### src/logic/racc_pkg.sv
// Shared ring word layout and code values for the Raccoon event segment.
// Imported by every stage and by the segment top.
package racc_pkg;

  // Word kinds carried in the top two bits of a ring word
  localparam logic [1:0] KIND_IDLE = 2'b00;
  localparam logic [1:0] KIND_RESP = 2'b10;
  localparam logic [1:0] KIND_REQ  = 2'b11;

  // Only these two byte-enable codes change register state
  localparam logic [3:0] BE_READ  = 4'b0000;
  localparam logic [3:0] BE_WRITE = 4'b1111;

  // A request from this bus ID is consumed without an answer
  // This lets slave-only peripherals issue accesses without owning an ID
  localparam logic [7:0] NO_ACK_ID = 8'hFF;

  // Width of the register select taken from the low address bits
  localparam int SEL_W = 3;

  // One 64-bit ring word, top bit first
  typedef struct packed {
    logic [1:0]  kind;
    logic [7:0]  bus_id;
    logic [3:0]  be;
    logic [17:0] addr;
    logic [31:0] data;
  } racc_word_t;

  // The idle word is all zeros, which also makes its kind KIND_IDLE
  localparam racc_word_t RACC_IDLE_WORD = '{
    kind:   KIND_IDLE,
    bus_id: 8'h00,
    be:     4'h0,
    addr:   18'h0,
    data:   32'h0
  };

endpackage

### src/logic/racc_stage_if.sv
// Link between two pipeline stages of one event peripheral.
// Carries the ring word, its registered decode results and the read data.
interface racc_stage_if
  import racc_pkg::*;
();

  // The ring word as it moves down the peripheral
  racc_word_t       word;

  // Registered decode results for the word
  logic             hit;
  logic             wr;
  logic             rd;
  logic [SEL_W-1:0] sel;

  // Register value from before the access, valid next to a hit
  logic [31:0]      rdata;

  // Upstream stage side
  modport src (
    output word,
    output hit,
    output wr,
    output rd,
    output sel,
    output rdata
  );

  // Downstream stage side
  modport dst (
    input word,
    input hit,
    input wr,
    input rd,
    input sel,
    input rdata
  );

endinterface

### src/logic/racc_decode.sv
// First stage of an event peripheral; samples the ring word and decodes it.
// Address window is set by ADDR_BASE and ADDR_MASK as byte addresses.
module racc_decode
  import racc_pkg::*;
#(
  parameter logic [19:0] ADDR_BASE = 20'hFFFE0,
  parameter logic [19:0] ADDR_MASK = 20'hFFFE0
) (
  input  logic         CLK,
  input  logic         RST,
  input  racc_word_t   ring_in,
  racc_stage_if.src    down
);

  logic             addr_match;
  logic             hit_c;
  logic [19:0]      byte_addr;

  // The ring carries word addresses, so two zero bits make the byte address
  assign byte_addr  = {ring_in.addr, 2'b00};
  assign addr_match = (byte_addr & ADDR_MASK) == (ADDR_BASE & ADDR_MASK);

  // Only requests can hit, responses to the same address pass by
  assign hit_c = (ring_in.kind == KIND_REQ) && addr_match;

  // Everything the next stage acts on is registered here
  always_ff @(posedge CLK or posedge RST)
  begin
    if (RST)
    begin
      down.word <= RACC_IDLE_WORD;
      down.hit  <= 1'b0;
      down.wr   <= 1'b0;
      down.rd   <= 1'b0;
      down.sel  <= '0;
    end
    else
    begin
      down.word <= ring_in;
      down.hit  <= hit_c;
      // Any byte-enable code other than read or write is a plain lookup
      down.wr   <= hit_c && (ring_in.be == BE_WRITE);
      down.rd   <= hit_c && (ring_in.be == BE_READ);
      // Low address bits pick one of four flag or four mask registers
      down.sel  <= ring_in.addr[SEL_W-1:0];
    end
  end

  // The two access codes differ, so one word never asks for both
  a_wr_rd_excl: assert property (
    @(posedge CLK) disable iff (RST)
    !(down.wr && down.rd)
  );

endmodule

### src/logic/racc_event_flags.sv
// Second stage of an event peripheral; holds the flag and mask registers.
// Applies the decoded access, captures read data and drives pending lines.
module racc_event_flags
  import racc_pkg::*;
(
  input  logic         CLK,
  input  logic         RST,
  racc_stage_if.dst    up,
  racc_stage_if.src    down,
  output logic [3:0]   pending
);

  // Four flag registers with 32 single-bit flags each, and their masks
  logic [3:0][31:0] flag_q;
  logic [3:0][31:0] mask_q;

  logic [1:0]       idx;
  logic [31:0]      set_bits;
  logic [31:0]      reg_val;

  // Bit 2 of the select chooses masks, the low bits pick the register
  assign idx = up.sel[1:0];

  // A write sets the flag numbered by the data
  // Any value of 32 or more leaves every flag alone
  always_comb
  begin
    if ((|up.word.data[31:6]) || up.word.data[5])
      set_bits = '0;
    else
      set_bits = 32'd1 << up.word.data[4:0];
  end

  // Value of the selected register before this cycle's access
  assign reg_val = up.sel[2] ? mask_q[idx] : flag_q[idx];

  always_ff @(posedge CLK or posedge RST)
  begin
    if (RST)
    begin
      flag_q <= '0;
      mask_q <= '0;
    end
    else if (up.hit)
    begin
      if (up.wr)
      begin
        if (up.sel[2])
          mask_q[idx] <= up.word.data;
        else
          flag_q[idx] <= flag_q[idx] | set_bits;
      end
      // Reading a flag register clears it, reading a mask changes nothing
      else if (up.rd && !up.sel[2])
        flag_q[idx] <= '0;
    end
  end

  // Read data only matters next to a hit, so it is only loaded then
  always_ff @(posedge CLK)
  begin
    if (up.hit)
      down.rdata <= reg_val;
  end

  // The word and its hit bit move on one stage
  always_ff @(posedge CLK or posedge RST)
  begin
    if (RST)
    begin
      down.word <= RACC_IDLE_WORD;
      down.hit  <= 1'b0;
    end
    else
    begin
      down.word <= up.word;
      down.hit  <= up.hit;
    end
  end

  // A line is high when its register holds a flag that is not masked
  // Sampled one edge after the registers change
  always_ff @(posedge CLK or posedge RST)
  begin
    if (RST)
      pending <= '0;
    else
    begin
      for (int i = 0; i < 4; i++)
        pending[i] <= |(flag_q[i] & ~mask_q[i]);
    end
  end

  // Words that do not hit this peripheral never touch its registers
  a_hold_no_hit: assert property (
    @(posedge CLK) disable iff (RST)
    !up.hit |=> ($stable(flag_q) && $stable(mask_q))
  );

  // A word carries one access, so a read flag register cannot be set again
  // in the same cycle and must come out empty
  a_read_clears: assert property (
    @(posedge CLK) disable iff (RST)
    (up.rd && !up.sel[2]) |=> (flag_q[$past(idx)] == '0)
  );

endmodule

### src/logic/racc_event_ring.sv
// Ring segment with two event-flag peripherals, A first and B second.
// Each peripheral adds three cycles, so the segment has six in total.
module racc_event_ring
  import racc_pkg::*;
#(
  parameter logic [19:0] BASE_A = 20'hFFFE0,
  parameter logic [19:0] MASK_A = 20'hFFFE0,
  parameter logic [19:0] BASE_B = 20'hFFFC0,
  parameter logic [19:0] MASK_B = 20'hFFFE0
) (
  input  logic        CLK,
  input  logic        RST,
  input  logic [63:0] racc_in,
  output logic [63:0] racc_out,
  output logic [7:0]  event_pending
);

  // Ring word between the two peripherals
  racc_word_t ring_mid;

  // Stage links inside peripheral A
  racc_stage_if a_dec_flg ();
  racc_stage_if a_flg_rsp ();

  // Stage links inside peripheral B
  racc_stage_if b_dec_flg ();
  racc_stage_if b_flg_rsp ();

  racc_decode #(
    .ADDR_BASE (BASE_A),
    .ADDR_MASK (MASK_A)
  ) a_decode (
    .CLK     (CLK),
    .RST     (RST),
    .ring_in (racc_in),
    .down    (a_dec_flg)
  );

  racc_event_flags a_flags (
    .CLK     (CLK),
    .RST     (RST),
    .up      (a_dec_flg),
    .down    (a_flg_rsp),
    .pending (event_pending[3:0])
  );

  racc_respond a_respond (
    .CLK      (CLK),
    .RST      (RST),
    .up       (a_flg_rsp),
    .ring_out (ring_mid)
  );

  racc_decode #(
    .ADDR_BASE (BASE_B),
    .ADDR_MASK (MASK_B)
  ) b_decode (
    .CLK     (CLK),
    .RST     (RST),
    .ring_in (ring_mid),
    .down    (b_dec_flg)
  );

  racc_event_flags b_flags (
    .CLK     (CLK),
    .RST     (RST),
    .up      (b_dec_flg),
    .down    (b_flg_rsp),
    .pending (event_pending[7:4])
  );

  racc_respond b_respond (
    .CLK      (CLK),
    .RST      (RST),
    .up       (b_flg_rsp),
    .ring_out (racc_out)
  );

endmodule

### src/logic/racc_respond.sv
// Third stage of an event peripheral; forms the word that leaves it.
// Passes other traffic, answers hits, or drops no-acknowledge requests.
module racc_respond
  import racc_pkg::*;
(
  input  logic         CLK,
  input  logic         RST,
  racc_stage_if.dst    up,
  output racc_word_t   ring_out
);

  racc_word_t resp_word;

  // A response keeps the request's ID, byte enables and address
  // Data is the register value captured before the access
  always_comb
  begin
    resp_word      = up.word;
    resp_word.kind = KIND_RESP;
    resp_word.data = up.rdata;
  end

  always_ff @(posedge CLK or posedge RST)
  begin
    if (RST)
      ring_out <= RACC_IDLE_WORD;
    else if (!up.hit)
      ring_out <= up.word;
    // The request is taken off the ring but its access already happened
    else if (up.word.bus_id == NO_ACK_ID)
      ring_out <= RACC_IDLE_WORD;
    else
      ring_out <= resp_word;
  end

  // A request that hit here must never travel further as a request
  a_hit_consumed: assert property (
    @(posedge CLK) disable iff (RST)
    up.hit |=> (ring_out.kind != KIND_REQ)
  );

endmodule

### config.mk
export PLATFORM = sky130hd
export DESIGN_NAME = racc_event_ring
export DESIGN_NICKNAME = d
export VERILOG_FILES = /design/src/logic/racc_pkg.sv /design/src/logic/racc_stage_if.sv /design/src/logic/racc_decode.sv /design/src/logic/racc_event_flags.sv /design/src/logic/racc_event_ring.sv /design/src/logic/racc_respond.sv
export SDC_FILE = /design/constraint.sdc
export NUM_CORES = 2
export LEC_CHECK = 0
export BUFFER_PORTS_ARGS = -buffer_cell sky130_fd_sc_hd__buf_4
export CORE_MARGIN = 2
export CORE_UTILIZATION = 45
export DETAILED_ROUTE_END_ITERATION = 10
export GPL_ROUTABILITY_DRIVEN = 0
export SKIP_LAST_GASP = 1
export SLEW_MARGIN = 15
export SYNTH_ARGS = -nofsm -noshare
export SYNTH_HDL_FRONTEND = slang
export SYNTH_SLANG_ARGS = --single-unit
### constraint.sdc
create_clock -name CLK -period 35.7 [get_ports CLK]
set_input_delay 5.355 -clock CLK [delete_from_list [all_inputs] [get_ports CLK]]
set_output_delay 5.355 -clock CLK [all_outputs]
set_load 0.01 [all_outputs]
# Yosys cells after proc, flatten, opt, wreduce, memory -nomap -nowiden
# Cells that the tools add are included.
dict set report word_totals {
  elab_cells 160
  input_bits 66
  out_inout_bits 72
  register_bits 982
  mem_count 0
  ram_bits 0
  latchBits 0
  romBits 0
}
dict set report classes {
  addsub 0
  n_eq_ne 10
  bitwise_logic 22
  n_reduce_logical 32
  multipliers 0
  div 0
  muxes 30
  shift 2
  order_cmp 4
}
# cell n
set op_table {}
lappend op_table {{$mux W128} 6}
lappend op_table {{$bwmux W128} 4}
lappend op_table {{$mux W32} 10}
lappend op_table {{$and A128 B128 Y128} 2}
lappend op_table {{$and A32 B32 Y32} 8}
lappend op_table {{$bmux W32 S2} 4}
lappend op_table {{$mux W64} 4}
lappend op_table {{$not A128 Y128} 2}
lappend op_table {{$not A32 Y32} 8}
lappend op_table {{$reduce_or A32 Y1} 8}
lappend op_table {{$demux W32 S2} 2}
lappend op_table {{$or A32 B32 Y32} 2}
lappend op_table {{$shl A1 B5 Y32 const A} 2}
lappend op_table {{$reduce_or A26 Y1} 2}
lappend op_table {{$eq A15 B15 Y1 const B} 2}
lappend op_table {{$eq A8 B8 Y1 const B} 2}
lappend op_table {{$reduce_and A3 Y1} 4}
lappend op_table {{$logic_and A1 B1 Y1} 10}
lappend op_table {{$eq A4 B4 Y1 const B} 2}
lappend op_table {{$logic_not A4 Y1} 2}
lappend op_table {{$lt A2 B3 Y1 const B} 2}
lappend op_table {{$eq A2 B2 Y1 const B} 2}
lappend op_table {{$ge A2 B1 Y1 const B} 2}
lappend op_table {{$ne A2 B2 Y1 const B} 2}
lappend op_table {{other kinds (3)} 6}

# Logic depth before layout (Yosys ltp)
dict set report logic_depth {
  word_depth 8
  mapped_depth 8
  depth_no_buf 4
}

# Hierarchy
# A second synthesis with hierarchy kept.
dict set report hier_totals {
  cells_unflattened 3021
  area_unflattened_um2 41059.4
}
# mod area_each_um2 instances cells_per_inst seq_area_each_um2
set modules_own_cells {}
lappend modules_own_cells {{racc_event_flags at b_flags} 16400.7 1 1331 9093.7}
lappend modules_own_cells {{racc_event_flags at a_flags} 16020.4 1 1100 9093.7}
lappend modules_own_cells {racc_respond 2304.7 2 180 1601.5}
lappend modules_own_cells {{racc_decode at b_decode} 2015.7 1 115 1676.6}
lappend modules_own_cells {{racc_decode at a_decode} 2013.2 1 115 1676.6}

# Least setup slack after synthesis
# No wires, ideal clock.
dict set report synth_timing {
  path_kind {input to register}
  startpoint {input port racc_in[50]}
  endpoint {register a_decode.down.rd}
  required_time_ps 35628
  setup_slack_ps 29691
  arrival_time_ps 5937
  setup_time_ps 72
  cell_stages 2
  path_buffers 0
  path_cell_list {or4_1 > nor2_1}
}
dict set report synth_between {
  elab_chain_cells 2
}
# element line
set synth_rtl {}
lappend synth_rtl {{start, declared} racc_event_ring.sv:13} ;# input logic [63:0] racc_in,
lappend synth_rtl {{$logic_not A4 Y1} racc_decode.sv:43} ;# down.rd <= hit_c && (ring_in.be == BE_READ);
lappend synth_rtl {{$logic_and A1 B1 Y1} racc_decode.sv:43}
lappend synth_rtl {{end signal, assigned} racc_decode.sv:43}
lappend synth_rtl {{end, declared} racc_stage_if.sv:24} ;# output rd,
# No other way between the ends.
# A chain may end at the register's enable or synchronous reset.

==> metrics.cfg <==
[status]
status = finished clean

[sta]
fin_crit_sh = 0.225
rsz0062_at_grt = no
clock.fmax_mhz = 124
tightest_slew_ns = 1.24
post-route-min-period_ns = 8.05
relSlewSlack = 0.175
finalSetupTns_ns = 0
drv_slew = 0
hold_viol_final = 0
setup_viol = 0
fin_skew_ns = 0.0254

[placed_design]
place_area_mm2 = 0.0414
dp_cells = 4037
place.detailed.hpwl_um = 76500
io_buffers = 137

[global_route]
grtUsageTotal = 0.264
grt_overflow = 0
grt_pass1_vias = 26300
grt_max_degree = 191
grt_first_pass_wirelength_um = 176000
antenna_found_initial = 4

[flow_run]
drv_cap = 0

[routing]
avgViaCountPerCell = 6.11
vias = 25800
drtIter0Drc = 3104
drt-total-wl_um = 117000
ant_nets = 0
drc = 0
post_drt_wl_per_cell_um = 27.7
firstDrtPassIters = 8

[clocking]
clk_latency_ns = 0.69
cts_resized = 0
cts_num_sinks = 976
clockBufferDepth = 3
cts_tree = done
cts_setup_buffers = 0
cts_root_buf = clkbuf_16
ctsHtreeMaxLevel = 3
cts_hold_buf = 0
cts_buffers = 100
path_clk_slew_ns = 0.06

[floorplan]
die_w_um = 299
die_y_um = 299
ios = 138
start_util = 0.453
core_mm2 = 0.0865
row_count = 108
die-area_mm2 = 0.0894

[synthesis]
synth_area_mm2 = 0.0392
synth_ff_type = dfrtp_1
syn_inst = 2897
ys_ff_latch = 976
synth-edff-count = 64
synth_nets = 2963
synthArstFlopShare = 0.934
synth_cell_types = 45
seq_area_frac_synth = 0.632
avgSynthCellArea_um2 = 13.5
synth_warnings = 0

[cells_and_area]
layout_commonest_cell = dfrtp_1
syn_to_final_growth_pct = 15.3
final_cells = 4228
nFillCells = 7278
nets = 3050
most-common-layout-cells = dfrtp_1 (907), mux2_2 (325), inv_1 (260), buf_4 (180), nor2_1 (138)
fin_area_mm2 = 0.0451
drive_gt1_frac = 0.277
regArea_mm2 = 0.0248
multi_input_area_mm2 = 0.0128

[critical_path]
cp_max_fo = 157
regToRegStartpoint = b_decode.down.sel[1]
ff2ff_setup_slack_ns = 31.95
crit_top_cell = buf_4
slowest_delay_ns = 0.91
crit_arrival_ns = 8.70
crit_type = input port to asynchronous set/reset pin
rr_endpoint = b_flags.flag_q[125]
cp-start-kind = input port
r2r_cells = 6
setup.worst_path.end_class = asynchronous set/reset pin
worst_path_max_delay_cell = buf_4
cp_data_required_time_ns = 36.35
critPathLaunch = RST
crit_chain = buf_4 -> inv_8 -> buf_4 -> buf_12 -> buf_4

[min_path]
hold_start = a_respond.ring_out[19]
hold_path.class = register to register
hold_depth = 0
min_to = b_decode.down.word[19]

[power_and_ir_drop]
worst_ir_drop_vdd_mv = 0.0413
p_leak_nw = 19.4
power.density_mw_per_mm2 = 53.1

cell families after synthesis:
group,synth area share
flip-flops,0.632
AO/OA/AOI/OAI,0.100
buffers and inverters,0.0448
multiplexers,0.167
AND/OR/NAND/NOR,0.0561
registers in the layout, summed over array words and instances (netlist names), 64 cells and up:
name	flops
a_flags.flag_q	128
a_flags.mask_q	128
b_flags.mask_q	128
b_flags.down.word	64
a_flags.down.word	64
b_respond.ring_out	64
b_flags.flag_q	128
a_respond.ring_out	64
power by group:
group	total, mW	switching (mW)	internal [mW]
combinational	0.0652	0.0422	0.0230
clock	1.17	0.459	0.713
sequential	1.16	0.0219	1.14
worst max-delay path by stage:
stage,endpoint,slack [ns],depth (start not counted)
finish,b_flags.flag_q[110],27.65,5
global route,b_flags.flag_q[113],27.13,5
CTS,b_flags.flag_q[1],27.50,5
detailed placement,b_flags.flag_q[65],26.77,5
global placement,b_flags.mask_q[65],26.91,5
floorplan,a_decode.down.hit,4.70,1
worst max-delay path, delay by kind of cell:
family / cells / cell delay [ns]
buffers and inverters: 5 / 2.96
metal layers:
layer | vias to the layer above | GRT usage | part of all wire
li1 | 10800 | - | -
met1 | 13500 | 0.351 | 0.39
met2 | 1249 | 0.430 | 0.49
met3 | 297 | 0.0440 | 0.070
met4 | 4 | 0.120 | 0.050
met5 | - | 0 | 0.00027
Yosys cell counts (2+ instances only):
master	instances	area share
or4bb_1	2	0.00058
edfxtp_1	64	0.049
inv_2	2	0.00019
nor2_1	143	0.014
nand2b_1	6	0.00096
mux2_2	325	0.093
mux4_2	128	0.074
a41oi_1	3	0.00067
nand3_1	33	0.0042
nand4b_1	3	0.00067
a22oi_1	31	0.0059
buf_1	20	0.0019
nand4_1	29	0.0046
nor2b_1	67	0.011
a21oi_1	20	0.0026
nor4_1	54	0.0086
clkinv_1	2	0.00019
o21ai_0	131	0.017
buf_2	7	0.00089
nand3b_1	2	0.00038
and3_1	2	0.00032
o41ai_2	2	0.00083
or4_1	4	0.00077
and2_1	5	0.00080
nand2_1	38	0.0036
or2_2	9	0.0014
inv_1	261	0.025
o41a_1	2	0.00058
or3_1	10	0.0016
o22ai_1	128	0.020
or4_4	2	0.00058
a22o_1	64	0.014
a31oi_1	100	0.016
nor3_1	13	0.0017
dfrtp_1	912	0.58
clkbuf_1	168	0.016
o41ai_1	97	0.022
cell type report:
class,count,share of cell area
flip-flops and latches,976,0.549
multi-input cells,1459,0.283
clock buffers,132,0.0623
well taps,1155,0.0320
repair buffers,182,0.0308
inverters,265,0.0222
clock inverters,58,0.0210
diodes,1,0.0000554
metrics by stage:
| stage | total power [mW] | utilization | hold slack [ns] | setup slack (ns) |
|---|---|---|---|---|
| after detailed placement | 1.25 | 0.478 | 0.335 | 26.77 |
| after global placement | 1.24 | 0.478 | 0.332 | 26.91 |
| after global routing | 2.47 | 0.522 | 0.338 | 27.13 |
| after CTS | 2.41 | 0.522 | 0.339 | 27.50 |
| after floorplan | 1.21 | - | 0.331 | 4.70 |
| final | 2.40 | 0.522 | 0.334 | 27.65 |
Note: power is estimated with default switching activity, not from simulation.
